`src/chessPkg.sv`:
```
package chessPkg;

    //////////////////////////////////////////////////
    // Board geometry and word widths
    //////////////////////////////////////////////////

    // Square index is {file, rank}, three bits each
    localparam int squareBits   = 6;
    localparam int pieceBits    = 4;
    localparam int boardBits    = 256;
    localparam int changeBits   = 11;
    localparam int moveDataBits = 14;

    //////////////////////////////////////////////////
    // Piece kinds, colour sits above these as bit 3
    //////////////////////////////////////////////////

    localparam logic [2:0] kindEmpty  = 3'd0;
    localparam logic [2:0] kindKing   = 3'd1;
    localparam logic [2:0] kindQueen  = 3'd2;
    localparam logic [2:0] kindBishop = 3'd3;
    localparam logic [2:0] kindKnight = 3'd4;
    localparam logic [2:0] kindRook   = 3'd5;
    localparam logic [2:0] kindPawn   = 3'd6;

    // Cursor square after reset
    localparam logic [squareBits-1:0] defaultCursor = 6'd38;

    //////////////////////////////////////////////////
    // Square content
    //////////////////////////////////////////////////

    // Same four bits seen as a whole code or as colour plus kind.
    // isBlack follows playerTurn, black is 1
    typedef union packed {
        logic [pieceBits-1:0] raw;
        struct packed {
            logic       isBlack;
            logic [2:0] kind;
        } fields;
    } pieceCode;

endpackage

```
`src/boardWriter.sv`:
```
`timescale 1ns/1ps

module boardWriter (
    input  logic                            clk,
    input  logic                            reset,
    input  logic                            commitValid,
    input  logic [chessPkg::squareBits-1:0] commitTarget,
    input  logic [chessPkg::squareBits-1:0] commitSource,
    input  logic [chessPkg::pieceBits-1:0]  commitContent,
    output logic [chessPkg::changeBits-1:0] changePiece,
    output logic                            writeDone
);
    import chessPkg::*;

    localparam logic [1:0] stIdle    = 2'd0;
    localparam logic [1:0] stClear   = 2'd1;
    localparam logic [1:0] stRelease = 2'd2;

    logic [1:0]            step;
    logic [squareBits-1:0] sourceSquare;
    logic                  acceptMove;

    assign acceptMove = (step == stIdle) && commitValid;

    //////////////////////////////////////////////////
    // Write sequencer
    //////////////////////////////////////////////////

    // Place on target, then empty the source, then drop the strobe.
    // changePiece is {strobe, content, square}
    always_ff @(posedge clk or posedge reset) begin
        if (reset) begin
            step        <= stIdle;
            changePiece <= '0;
            writeDone   <= 1'b0;
        end else begin
            writeDone <= 1'b0;
            case (step)
                stIdle: begin
                    if (commitValid) begin
                        changePiece <= {1'b1, commitContent, commitTarget};
                        step        <= stClear;
                    end
                end
                stClear: begin
                    changePiece <= {1'b1, 1'b0, kindEmpty, sourceSquare};
                    step        <= stRelease;
                end
                stRelease: begin
                    // Square and content stay, only the strobe falls
                    changePiece[changeBits-1] <= 1'b0;
                    writeDone                 <= 1'b1;
                    step                      <= stIdle;
                end
                default: begin
                    step <= stIdle;
                end
            endcase
        end
    end

    //////////////////////////////////////////////////
    // Source square held for the clear write
    //////////////////////////////////////////////////

    always_ff @(posedge clk) begin
        if (acceptMove) begin
            sourceSquare <= commitSource;
        end
    end

endmodule

```
`src/chessUserInput.sv`:
```
`timescale 1ns/1ps

module chessUserInput (
    input  logic                              clk,
    input  logic                              reset,
    input  logic                              allowMove,
    input  logic                              BTNC,
    input  logic                              BTNU,
    input  logic                              BTND,
    input  logic                              BTNR,
    input  logic                              BTNL,
    input  logic [chessPkg::boardBits-1:0]    entireBoard,
    output logic [chessPkg::changeBits-1:0]   changePiece,
    output logic [chessPkg::moveDataBits-1:0] moveData
);
    import chessPkg::*;

    logic [squareBits-1:0] cursorLocation;
    logic [squareBits-1:0] selectionLocation;
    logic [squareBits-1:0] commitTarget;
    logic [squareBits-1:0] commitSource;
    logic [pieceBits-1:0]  commitContent;
    logic                  commitValid;
    logic                  writeDone;
    logic                  selectionCheck;
    logic                  playerTurn;

    //////////////////////////////////////////////////
    // Cursor, move decision, board writes
    //////////////////////////////////////////////////

    cursorControl #(
        .startSquare(defaultCursor)
    ) cursorStage (
        .clk           (clk),
        .reset         (reset),
        .BTNU          (BTNU),
        .BTND          (BTND),
        .BTNR          (BTNR),
        .BTNL          (BTNL),
        .cursorLocation(cursorLocation)
    );

    moveSelect selectStage (
        .clk              (clk),
        .reset            (reset),
        .BTNC             (BTNC),
        .allowMove        (allowMove),
        .writeDone        (writeDone),
        .entireBoard      (entireBoard),
        .cursorLocation   (cursorLocation),
        .commitValid      (commitValid),
        .commitTarget     (commitTarget),
        .commitSource     (commitSource),
        .commitContent    (commitContent),
        .selectionCheck   (selectionCheck),
        .playerTurn       (playerTurn),
        .selectionLocation(selectionLocation)
    );

    boardWriter writeStage (
        .clk          (clk),
        .reset        (reset),
        .commitValid  (commitValid),
        .commitTarget (commitTarget),
        .commitSource (commitSource),
        .commitContent(commitContent),
        .changePiece  (changePiece),
        .writeDone    (writeDone)
    );

    // Snapshot for the rule checker and display, one cycle behind
    always_ff @(posedge clk or posedge reset) begin
        if (reset) begin
            moveData <= {1'b0, 1'b0, {squareBits{1'b0}}, defaultCursor};
        end else begin
            moveData <= {playerTurn, selectionCheck, selectionLocation, cursorLocation};
        end
    end

endmodule

```
`src/cursorControl.sv`:
```
`timescale 1ns/1ps

module cursorControl #(
    parameter logic [chessPkg::squareBits-1:0] startSquare = '0
) (
    input  logic                            clk,
    input  logic                            reset,
    input  logic                            BTNU,
    input  logic                            BTND,
    input  logic                            BTNR,
    input  logic                            BTNL,
    output logic [chessPkg::squareBits-1:0] cursorLocation
);
    import chessPkg::*;

    logic [2:0] fileIdx;
    logic [2:0] rankIdx;
    logic [squareBits-1:0] nextLocation;

    assign fileIdx = cursorLocation[5:3];
    assign rankIdx = cursorLocation[2:0];

    //////////////////////////////////////////////////
    // One step per clock, highest button wins
    //////////////////////////////////////////////////

    // A blocked step at an edge holds the cursor,
    // lower priority buttons do not get a turn then
    always_comb begin
        nextLocation = cursorLocation;
        if (BTNL) begin
            if (fileIdx != 3'd0) begin
                nextLocation = {fileIdx - 3'd1, rankIdx};
            end
        end else if (BTNR) begin
            if (fileIdx != 3'd7) begin
                nextLocation = {fileIdx + 3'd1, rankIdx};
            end
        end else if (BTND) begin
            if (rankIdx != 3'd7) begin
                nextLocation = {fileIdx, rankIdx + 3'd1};
            end
        end else if (BTNU) begin
            if (rankIdx != 3'd0) begin
                nextLocation = {fileIdx, rankIdx - 3'd1};
            end
        end
    end

    always_ff @(posedge clk or posedge reset) begin
        if (reset) begin
            cursorLocation <= startSquare;
        end else begin
            cursorLocation <= nextLocation;
        end
    end

endmodule

```
`src/moveSelect.sv`:
```
`timescale 1ns/1ps

module moveSelect (
    input  logic                            clk,
    input  logic                            reset,
    input  logic                            BTNC,
    input  logic                            allowMove,
    input  logic                            writeDone,
    input  logic [chessPkg::boardBits-1:0]  entireBoard,
    input  logic [chessPkg::squareBits-1:0] cursorLocation,
    output logic                            commitValid,
    output logic [chessPkg::squareBits-1:0] commitTarget,
    output logic [chessPkg::squareBits-1:0] commitSource,
    output logic [chessPkg::pieceBits-1:0]  commitContent,
    output logic                            selectionCheck,
    output logic                            playerTurn,
    output logic [chessPkg::squareBits-1:0] selectionLocation
);
    import chessPkg::*;

    localparam logic [1:0] stSelect = 2'd0;
    localparam logic [1:0] stMove   = 2'd1;
    localparam logic [1:0] stWait   = 2'd2;

    logic [1:0] state;
    pieceCode   cursorPiece;
    pieceCode   selectedPiece;
    pieceCode   placedPiece;
    logic       ownPiece;
    logic       promote;
    logic       doCommit;

    //////////////////////////////////////////////////
    // Square lookups
    //////////////////////////////////////////////////

    assign cursorPiece   = pieceCode'(entireBoard[{cursorLocation, 2'b00} +: pieceBits]);
    assign selectedPiece = pieceCode'(entireBoard[{selectionLocation, 2'b00} +: pieceBits]);

    // Something there and it belongs to the side to move
    assign ownPiece = (cursorPiece.fields.kind != kindEmpty)
                   && (cursorPiece.fields.isBlack == playerTurn);

    // White pawns run toward rank 0, black toward rank 7
    assign promote = ((selectedPiece.raw == {1'b0, kindPawn}) && (cursorLocation[2:0] == 3'd0))
                  || ((selectedPiece.raw == {1'b1, kindPawn}) && (cursorLocation[2:0] == 3'd7));

    always_comb begin
        placedPiece = selectedPiece;
        if (promote) begin
            // Colour bit stays, only the kind changes
            placedPiece.fields.kind = kindQueen;
        end
    end

    assign doCommit = (state == stMove) && BTNC && allowMove;

    //////////////////////////////////////////////////
    // Selection FSM
    //////////////////////////////////////////////////

    always_ff @(posedge clk or posedge reset) begin
        if (reset) begin
            state             <= stSelect;
            selectionCheck    <= 1'b0;
            selectionLocation <= '0;
            playerTurn        <= 1'b0;
            commitValid       <= 1'b0;
        end else begin
            commitValid <= 1'b0;
            case (state)
                stSelect: begin
                    if (BTNC && ownPiece) begin
                        selectionCheck    <= 1'b1;
                        selectionLocation <= cursorLocation;
                        state             <= stMove;
                    end
                end
                stMove: begin
                    if (BTNC) begin
                        selectionCheck <= 1'b0;
                        if (allowMove) begin
                            commitValid <= 1'b1;
                            state       <= stWait;
                        end else begin
                            // Rejected move, back to picking a piece
                            state <= stSelect;
                        end
                    end
                end
                stWait: begin
                    // Buttons other than cursor ones are ignored here
                    if (writeDone) begin
                        playerTurn <= ~playerTurn;
                        state      <= stSelect;
                    end
                end
                default: begin
                    state <= stSelect;
                end
            endcase
        end
    end

    // Move payload, only meaningful while commitValid is high
    always_ff @(posedge clk) begin
        if (doCommit) begin
            commitTarget  <= cursorLocation;
            commitSource  <= selectionLocation;
            commitContent <= placedPiece.raw;
        end
    end

endmodule

```
`config.mk`:
```
export PLATFORM = sky130hd
export DESIGN_NAME = chessUserInput
export DESIGN_NICKNAME = d
export VERILOG_FILES = /design/src/chessPkg.sv /design/src/boardWriter.sv /design/src/chessUserInput.sv /design/src/cursorControl.sv /design/src/moveSelect.sv
export SDC_FILE = /design/constraint.sdc
export NUM_CORES = 1
export LEC_CHECK = 0
export ABC_AREA = 1
export BUFFER_PORTS_ARGS = -buffer_cell sky130_fd_sc_hd__buf_2
export CORE_UTILIZATION = 30
export DETAILED_ROUTE_END_ITERATION = 12
export PLACE_DENSITY = 0.65
export SYNTH_ARGS = -nofsm -noshare
export SYNTH_HDL_FRONTEND = slang
export SYNTH_HIERARCHICAL = 1
export SYNTH_SLANG_ARGS = --single-unit
```
`constraint.sdc`:
```
create_clock -name clk -period 3.45 [get_ports clk]
set_clock_uncertainty 0.2 [all_clocks]
set_input_delay 0.345 -clock clk [delete_from_list [all_inputs] [get_ports clk]]
set_output_delay 0.345 -clock clk [all_outputs]
set_load 0.05 [all_outputs]
```
# Word level (Yosys, flattened, before mapping)
# Cells that the tools add are included.
[classes]
n_addsub = 4
bitwise = 3
n_shift = 2
reduce_logical = 29
n_eq_ne = 16
n_mux = 25
[op_table]
columns = ["cell", "n"]
rows = [
  ["indexed part select 256 x 9 -> 4 bit", 2],
  ["2-to-1 mux 6 bit", 6],
  ["case mux 10 bit (2 select lines)", 1],
  ["nonzero test 2 bit", 6],
  ["nonzero test 3 bit", 4],
  ["2-to-1 mux 11 bit", 1],
  ["2-to-1 mux 2 bit", 5],
  ["AND reduction 3 bit", 3],
  ["inequality test 2 x 1 -> 1 bit (second input constant)", 4],
  ["AND reduction 2 bit", 4],
  ["logical AND 1 bit", 7],
  ["adder 3 x 1 -> 3 bit (second input constant)", 2],
  ["2-to-1 mux 1 bit", 6],
  ["2-to-1 mux 3 bit", 2],
  ["inequality test 3 bit (second input constant)", 2],
  ["case mux 2 bit (3 select lines)", 1],
  ["subtractor 3 x 1 -> 3 bit (second input constant)", 2],
  ["AND reduction 5 bit", 1],
  ["== test 2 x 1 -> 1 bit (second input constant)", 2],
  ["== test 2 bit (second input constant)", 2],
  ["== test 4 x 3 -> 1 bit (second input constant)", 1],
  ["== test 4 bit (second input constant)", 1],
  ["zero test 2 bit", 2],
  ["inequality test 2 bit (second input constant)", 2],
  ["8 further kinds", 10],
]
[totals]
word_cells = 96
in_bits = 264
regBits = 67
output_inout_bits = 25

# Logic depth before layout (Yosys ltp)
# Gate-level depths: netlist of the first run.
[logic_depth]
depth_word = 6
depth_mapped = 18

# Hierarchy
# Netlist of the first run, hierarchy kept.
[by_module_without_submodules]
columns = ["mod", "seq_area_each_um2", "n_inst", "cells_each", "area_each_um2"]
rows = [
  ["moveSelect", 755.7, 1, 1200, 5824.3],
  ["boardWriter", 530.5, 1, 89, 927.1],
  ["cursorControl", 153.9, 1, 64, 484.2],
  ["chessUserInput", 354.1, 1, 15, 357.8],
]

# Worst setup path after synthesis of the first run
# OpenSTA, ideal clock, no wires.
[synth_path]
path_type = "register -> register"
startpoint = "register cursorStage/cursorLocation[1] (netlist name)"
endpoint = "register selectStage/selectionLocation[3] (netlist name)"
synth_period_minus_slack_ns = 2.269
arrival_time_ns = 1.952
stages_incl_launch_ff = 18
setup_time_ns = 0.117
path_slack_ns = 1.181
cell_sequence = "dfstp_2 -> buf_4 -> inv_2 -> nor2_1 -> buf_2 -> nand3_1 -> nand2_1 -> inv_1 -> nand2_1 -> nand2_1 -> nand3_1 -> nand2_1 -> nand2_1 -> nand2_1 -> nor2_4 -> nand3_2 -> nand2_1 -> nand2_1"
[synth_between]
elab_chain_len = 5
elab_cells_between_ends = 6
cone_classes = "eq/ne: 1; shift: 1; reduce/logical: 4"
[synth_rtl]
columns = ["item", "line", "text"]
rows = [
  ["from (decl)", "cursorControl.sv:12", "output logic [chessPkg::squareBits-1:0] cursorLocation"],
  ["from (signal assigned)", "cursorControl.sv:52", "cursorLocation <= startSquare;"],
  ["from (signal assigned)", "cursorControl.sv:54", "cursorLocation <= nextLocation;"],
  ["indexed part select 256 x 9 -> 4 bit (*)", "moveSelect.sv:37", "assign cursorPiece = pieceCode'(entireBoard[{cursorLocation, 2'b00} +: pieceBits]);"],
  ["nonzero test 3 bit or == test 1 bit (tied branches)", "moveSelect.sv:41, moveSelect.sv:42", ""],
  ["logical AND 1 bit (*)", "moveSelect.sv:42", "&& (cursorPiece.fields.isBlack == playerTurn);"],
  ["logical AND 1 bit (*)", "moveSelect.sv:73", "if (BTNC && ownPiece) begin"],
  ["AND reduction 2 bit (no source line) (*)", "-", ""],
  ["to (signal assigned)", "moveSelect.sv:75", "selectionLocation <= cursorLocation;"],
  ["to (decl)", "moveSelect.sv:17", "output logic [chessPkg::squareBits-1:0] selectionLocation"],
]
# Mark *: on every way between the ends. The rest lies on a longest branch, timed or not.
# A chain may end at the register's enable or synchronous reset.

# Worst setup path in the final report of the first run
[layout_path]
startpoint = "register selectStage/selectionLocation[0] (netlist name)"
endpoint = "register selectStage/commitContent[2] (netlist name) (data pin)"
[layout_between]
elab_chain_len = 4
elab_cells_between_ends = 6
cone_classes = "eq/ne: 2; shift: 1; reduce/logical: 3"
[layout_rtl]
columns = ["item", "line", "text"]
rows = [
  ["indexed part select 256 x 9 -> 4 bit (*)", "moveSelect.sv:38", "assign selectedPiece = pieceCode'(entireBoard[{selectionLocation, 2'b00} +: pieceBits]);"],
  ["== test 4 x 3 -> 1 bit or == test 4 bit (tied branches)", "moveSelect.sv:45, moveSelect.sv:46", ""],
  ["logical AND 1 bit (on tied branches)", "moveSelect.sv:45, moveSelect.sv:46", ""],
  ["logical OR 1 bit", "moveSelect.sv:46", "|| ((selectedPiece.raw == {1'b1, kindPawn}) && (cursorLocation[2:0] == 3'd7));"],
  ["to (signal assigned)", "moveSelect.sv:110", "commitContent <= placedPiece.raw;"],
  ["to (decl)", "moveSelect.sv:14", "output logic [chessPkg::pieceBits-1:0] commitContent,"],
]
# Marked as above.

==> reports/summary.md, run 1 <==
The flow ran to the end, and the final reports show no timing, DRC or antenna violations. The startpoint identified for the worst register-to-register timing path is selectStage/selectionLocation[0]. Setup repair after global routing left no endpoint under its margin.

The part of the cycle the worst path needs was 0.842; the final count of hold timing violations was 0. The detailed router finished its first iteration with 879 violations. The run gives 37 as the count of unique library cells instantiated by Yosys.

Before CTS, the worst setup slack after placement is 0.603 ns. The first detailed-routing pass took 5 iterations. The fraction of final layout cells with drive strength greater than 1 works out to 0.230. The run gives 0 as the final antenna-violating net count. The first global-routing pass estimated 52.3 mm of wire. Dividing the detail-routed via count by the number of cells gives 5.22. The maximum number of pins on one net before global-route repair was 91; the count of fill cells added during filler insertion was 2705. Detailed placement ended at an HPWL of 25.6 mm. The cts-stage hold buffer count was 1. The total global routing overflow is 0. The path with the worst hold slack has its endpoint at selectStage/state[0]. For this run, design rule violations remaining after detail routing come to 0. Worst relative slew slack: 0.489. The tools report the count of endpoints failing setup in the final report as 0.

The tools report the standby leakage power as 5.10 nW. The post-synth design cell area is 0.00759 mm². The via count of the first global-routing pass is 9526, and the placer's final routability congestion estimate is 0.936. Synthesis inferred 67 register bits. For the clock buffer count from CTS, the log shows 9.

CTS placed an instance of clkbuf_16 at the clock tree root. The max-slew violation total from the final report came out at 0. The library cell used most frequently in the layout, excluding fill and tap cells, is nand2_1. The worst-case IR drop observed on VDD is 420 µV. Sequential element share of the synthesized area: 0.236. The die area was 0.0260 mm². Once routing completed, OpenROAD measured the worst setup slack at 0.546 ns. In this run the number of H-tree levels came out at 3. Buffers added to address setup during post-CTS repair amount to 0. Chip width: 161 µm.

When the netlist entered floorplanning its net count stood at 1637. In this run the power density over the cells is 813 mW/mm². At the pin with the least slew margin, the transition time is 0.764 ns.

The gate count of the mapped netlist is 1368, and the depth of the most critical reg-to-reg path is 12. Top fanout value on the critical path: 63. In this run the critical register-to-register path is captured at selectStage/commitContent[2]. The tools report the arrival time at the worst endpoint as 2.86 ns. The sort of element at the end of the critical path is a flop. The tools report the worst-case register-to-register setup slack as 0.55 ns. The startpoint of the lowest-slack hold path is BTNC. After routing, the total negative slack on setup checks comes to 0 ns. TritonCTS built the clock tree. The finished layout holds 1939 standard cells, fillers aside. Clock-pin slew was measured on the worst setup and hold paths at 0.06 ns.

Once placement finished, the instance area stood at 0.00928 mm². The number of placed instances, taps included, is 1915. Averaged over all synthesized cells, the footprint is 5.55 µm². After floorplanning, the core was divided into 57 placement rows. The tools report the total non-filler cell area in the finished layout as 0.00964 mm². The minimum clock period came out at 2.90 ns.

The global-route usage over all layers was 0.257. Initial core utilization: 0.309. Max-cap violations in this run came to 0. The logs give 0.32 ns for the clock insertion delay at the later pin of the skew report and 3.41 ns for the required time of the critical path.

The worst hold path was traced through 2 stages. The worst min-delay path category was in2reg. The longest clock path from root to sink contains 2 buffers.

For the initial antenna violation count, the log shows 9. Derived from the worst setup path, the maximum achievable clock frequency is 344 MHz. The area of the core is 0.0246 mm². Port buffering added 288 buffers.

CTS saw 67 sinks. The post-cts resize count is 0, and the average wire length per cell after detail routing is 17.7 µm. For the post-route core utilization, the log shows 0.392.

The critical path is of the reg2reg type. The final route contains 10100 vias. The top cell types in the final layout, fill and taps aside, are nand2_1, buf_2, nand3_1.

The worst setup path is launched from a flop. The die is 161 µm tall. The final wirelength was 34.3 mm; the area added between synthesis and finish was 27.0%.

The net count reported at finish is 1872. 289 I/O pins were placed. The run gives 6 as the number of warning messages in the yosys log.
[synth_stat cells]
cell        n  area [µm²]
a21boi_0    1        7.51
a21oi_1    49         245
buf_1       5        18.8
buf_12      1        20.0
buf_2      41         205
buf_4       4        30.0
buf_6       2        22.5
clkbuf_1   41         154
clkinv_1    3        11.3
dfrtp_1    39         976
dfstp_2     6         158
edfxtp_1   22         661
fa_1        1        20.0
ha_1        4        50.1
inv_1      93         349
inv_2       5        18.8
nand2_1   512        1920
nand2_2     1        6.26
nand2_4     3        33.8
nand2_8     1        20.0
nand3_1   238        1190
nand3_2    10         100
nand3_4     1        17.5
nand3b_1    1        7.51
nand4_1     7        43.8
nor2_1    132         495
nor2_2      2        12.5
nor2_4      3        33.8
nor3_1      1        5.00
o211ai_1    6        45.0
o21ai_0    97         485
o21ai_1     6        30.0
o22ai_1    24         150
or2_0       1        6.26
or2_2       1        6.26
xnor2_1     1        8.76
xor2_1      3        26.3
[through the flow]
step | total power [mW] | hold slack [ns]
after global routing | 8.44 | 0.0965
after global placement | 6.71 | 0.144
after floorplan | 5.12 | -0.0662
after CTS | 7.78 | 0.0710
final | 7.84 | 0.103
after detailed placement | 6.74 | 0.145
[worst max-delay path by stage]
stage / start / end / cells after the start
floorplan: cursorStage/cursorLocation[1] / selectStage/selectionLocation[3] / 17
finish: selectStage/selectionLocation[0] / selectStage/commitContent[2] / 12
global placement: selectStage/selectionLocation[0] / selectStage/commitContent[2] / 12
global route: selectStage/selectionLocation[0] / selectStage/commitContent[2] / 12
CTS: selectStage/selectionLocation[0] / selectStage/commitContent[2] / 12
detailed placement: selectStage/selectionLocation[0] / selectStage/commitContent[2] / 12
[per-layer routing]
metal  global-route usage  wire (µm)  vias to the layer above
met1                0.327      14300                     4588
met5                    0         41                        -
li1                     -          -                     4916
met4               0.0922        919                        6
met3               0.0568       3050                       73
met2                0.426      15900                      548
[flip-flops by register name (all words and copies together), names as in the netlist]
name and count:
selectStage/state 2, writeStage/writeDone 1, writeStage/changePiece 11, cursorStage/cursorLocation 6, writeStage/sourceSquare 6, selectStage/commitSource 6
selectStage/playerTurn 1, selectStage/selectionLocation 6, selectStage/commitTarget 6, selectStage/commitValid 1, moveData 14, writeStage/step 2
selectStage/commitContent 4, selectStage/selectionCheck 1
[final cells by class]
class                      count  area, µm²  area share
inverter                     101        379      0.0393
timing repair buffer         318       1730       0.180
clock inverter                 5       82.6     0.00856
antenna                        7       17.5     0.00182
multi-input combinational   1106       4970       0.515
clock buffer                  11        254      0.0263
tap                          324        405      0.0420
sequential                    67       1800       0.187
[report_power, final]
part / switching, mW / leakage [nW] / total (mW) / internal, mW
combinational: 3.72 / 4.19 / 5.36 / 1.64
clock: 0.335 / 0.165 / 1.01 / 0.679
sequential: 0.328 / 0.751 / 1.46 / 1.14
[critical path, cell delays in order, from the launching register on]
cell and delay, ns:
dfrtp_4 0.71, buf_12 0.32, buf_4 0.28, a21oi_1 0.08, o21ai_0 0.07, nand2_1 0.06
o21ai_0 0.25, nand2_1 0.11, nand3_1 0.16, nand3_1 0.10, nand2_1 0.13, nor2_1 0.06
a21boi_0 0.17
[kinds of logic (layout without fill, tap and decap cells)]
family | after synthesis | after routing | synth area share
AO/OA/AOI/OAI | 183 | 183 | 0.127
XOR/XNOR | 4 | 4 | 0.00461
adder cells (fa/ha/maj) | 5 | 5 | 0.00923
buffers and inverters | 195 | 435 | 0.109
flip-flops | 67 | 67 | 0.236
other | 0 | 7 | 0
AND/OR/NAND/NOR | 914 | 914 | 0.514
No activity file was read; power rests on OpenSTA's default activity.
==> run 2, diff against run 1 <==
Clock period 3.45 ns to 2.9 ns, I/O delays scaled along.
==> run 2 against run 1 <==
Wire length rose by 0.20%. Final cell count grew 0.36%. Count of clock-buffer cells in the layout decreased by 1. Fmax increased by 8.4%. Non-clock buffer count is 9 higher. First-iteration DRC count grew 14%. Via count is 1.2% higher. Hold slack worse by 0.066 ns. Sequential share of layout area shrank 0.20 points. Combinational power rose by 25%. Critical endpoint is now selectStage/selectionLocation[5]. Largest cell class unchanged. Largest power group unchanged. Highest routed layer unchanged.
==> reports/summary.md, run 2 (synthesis results as in run 1) <==
For the detailed-router iteration count before antenna repair, the log shows 6 (+1). The end point of the critical path is selectStage/selectionLocation[5]. STA classifies the critical path endpoint as a flop.

The endpoint identified for the worst register-to-register timing path is selectStage/selectionLocation[5]. Setup repair after global routing left no endpoint under its margin. The total global routing overflow was 0 (unchanged); the maximum clock frequency was 373 MHz (+8.4%). Startpoint of the lowest-slack hold path: BTNC. The total power was 9.38 mW (+20%). The final count of hold timing violations was 0 (unchanged). The run gives 0.0246 mm² (unchanged) as the area of the core.

The least setup slack across all paths after layout came out at 0.222 ns (-0.325 ns). The tools report the worst-case register-to-register setup slack as 0.22 ns (-0.32 ns). The depth of the most critical reg-to-reg path came out at 15 (+3).

The placer's final routability congestion estimate came out at 0.956 (+2.1%). The run gives 0.309 (unchanged) as the initial core utilization. The clock transition at the registers of the reported paths was 0.06 ns (about the same); the power density over cell area was 962 mW/mm² (+18%). The worst min-delay path category is in2reg. The fraction of final layout cells with drive strength greater than 1 was 0.234 (+0.00429); the minimum clock period was 2.68 ns (-0.225 ns).

The part of the cycle the worst path needs works out to 0.924 (+0.0820). The die area was 0.0260 mm² (unchanged). The setup path with the least slack is of type reg2reg. The run gives 0.258 ns (-0.345 ns) as the worst slack at placement. The flip-flop count of the largest register after layout came out at 14 (unchanged). The global-route wire length before repair is 52.2 mm (about the same), and the detailed placer's ending HPWL is 26.0 mm (+1.6%). The clock buffer count from CTS is 9 (unchanged).

The worst register-to-register path begins at cursorStage/cursorLocation[0]. More flip-flops sit in one register than any other, and that register is moveData. The via count normalized by instance count was 5.27 (+0.79%); the maximum buffer depth of the clock tree was 2 (unchanged).

Relative to the synthesized area, the layout overhead comes to 28.4%. The instance count after placement with tap cells included came out at 1924 (+0.47%). The cell sitting at the root of the clock tree is a clkbuf_16. For the count of endpoints failing setup in the final report, the log shows 0 (unchanged).

The worst supply voltage drop on vdd was 573 µV (+37%); the count of H-tree levels built during CTS was 3 (unchanged). The logs give 34.3 mm (+0.20%) for the final wirelength and 70 (-23%) for the maximum number of pins on one net before global-route repair. The run gives 0.448 (-0.0411) as the worst relative slew slack. TritonCTS built the clock tree. The tools report the sum of negative setup slack as 0 ns (unchanged). For the via count of the first global-routing pass, the log shows 9457 (-0.72%).

Tracing the worst setup path back leads to its startpoint at cursorStage/cursorLocation[0]. The die extent in y was 161 µm (unchanged). The max-capacitance violation count is 0 (unchanged), and the total via count in the routed design is 10200 (+1.2%). The tools report the count of fill cells added during filler insertion as 2754 (+1.8%). The startpoint class of the critical path is a flop. The standby leakage power was 5.16 nW (+1.1%); the required time of the critical path was 2.91 ns (-0.50 ns). The tools report the initial antenna violation count as 6 (-3). The library cells used most frequently in the layout, excluding fill and tap cells, are nand2_1, buf_2, nand3_1. The tools report the post-route core utilization as 0.396 (+0.00432). The flow ran to the end, and the final reports show no timing, DRC or antenna violations. The top fanout value on the critical path is 56 (-11%).

Net count reported at finish: 1881 (+0.48%). The leading cell type in the layout, fill and taps excluded was nand2_1. The average wire length per cell after detail routing is 17.6 µm (-0.16%).

The global-route usage over all layers was 0.258 (+0.000787). The number of port buffers is 288 (unchanged), and the chip width is 161 µm (unchanged). The final cell count without fillers came out at 1946 (+0.36%).

The arrival time at the worst endpoint came out at 2.69 ns (-0.17 ns). For the number of top-level design ports, the log shows 289 (unchanged). The logs give 1006 (+14%) for the number of DRC violations after detailed-routing iteration 0 and 0 (unchanged) for the count of unresolved DRC violations after routing.

The clock insertion delay at the later pin of the skew report came out at 0.32 ns (about the same). The run gives 0 (unchanged) as the max-slew violation total from the final report. The worst-margin pin slew was 0.825 ns (+0.0614 ns). Number of sinks driven by the clock tree: 67 (unchanged). The number of rows created at floorplan is 57 (unchanged). The largest registers in the layout are moveData (14), writeStage/changePiece (11). For the final antenna-violating net count, the log shows 0 (unchanged).
run 2: cell types whose count changed in the layout (fill, tap and decap cells not counted), sizes merged:
cell | previous run | this run
clkinvlp | 0 | 1
bufinv | 2 | 1
clkbuf | 11 | 10
buf | 317 | 326
inv | 100 | 101
diode | 7 | 5
run 2: cell type report:
cell class / instances / area, µm² / share of cell area
multi-input combinational: 1106 / 4970 / 0.510
timing repair buffer: 327 / 1890 / 0.194
sequential: 67 / 1800 / 0.185
tap: 324 / 405 / 0.0416
inverter: 101 / 379 / 0.0389
clock buffer: 10 / 229 / 0.0235
clock inverter: 6 / 63.8 / 0.00655
antenna: 5 / 12.5 / 0.00128
run 2: metal layers:
layer  track usage  routed length, µm  share of wire  vias to the layer above
met5             0                 18        0.00052                        -
met3        0.0424               3010          0.088                       73
met2         0.432              16100           0.47                      563
met4        0.0750                840          0.024                        4
li1              -                  -              -                     4929
met1         0.340              14400           0.42                     4679
run 2: stage by stage:
stage / hold slack (ns) / area (µm²)
finish: 0.0374 / 9750
global route: 0.0227 / 9750
CTS: 0.0171 / 9740
detailed placement: 0.0724 / 9430
global placement: 0.0743 / 9430
floorplan: -0.121 / 7590
run 2: worst min-delay path by stage:
stage,cells past startpoint,end,slack (ns)
finish,2,selectStage/state[0],0.04
global route,2,selectStage/state[0],0.02
CTS,2,selectStage/state[0],0.02
detailed placement,2,cursorStage/cursorLocation[4],0.07
global placement,2,cursorStage/cursorLocation[4],0.07
floorplan,1,cursorStage/cursorLocation[0],-0.12
run 2: where the power goes:
group / internal (mW) / leakage (nW) / switching, mW
registers: 1.35 / 0.751 / 0.259
logic: 2.11 / 4.27 / 4.60
clock network: 0.666 / 0.143 / 0.394
total: 4.13 / 5.16 / 5.25
run 2: critical path: stages, from the launching register on:
cell,delay [ns]
dfrtp_4,0.58
inv_2,0.14
buf_12,0.26
nand2_1,0.08
nand3_1,0.08
nand2_1,0.09
nand2_1,0.08
inv_1,0.04
nand2_1,0.05
nand3_1,0.08
nand3_1,0.15
a21oi_1,0.12
nor2_4,0.20
nand3_2,0.19
nand2_1,0.11
nand2_1,0.06
run 2: timing repair:
item,4_1_cts,5_1_grt
hold buffers,1,0
gates resized for setup,0,0
setup endpoints to repair,0,0
setup buffers,0,0
endpoints found under the hold margin,42,0
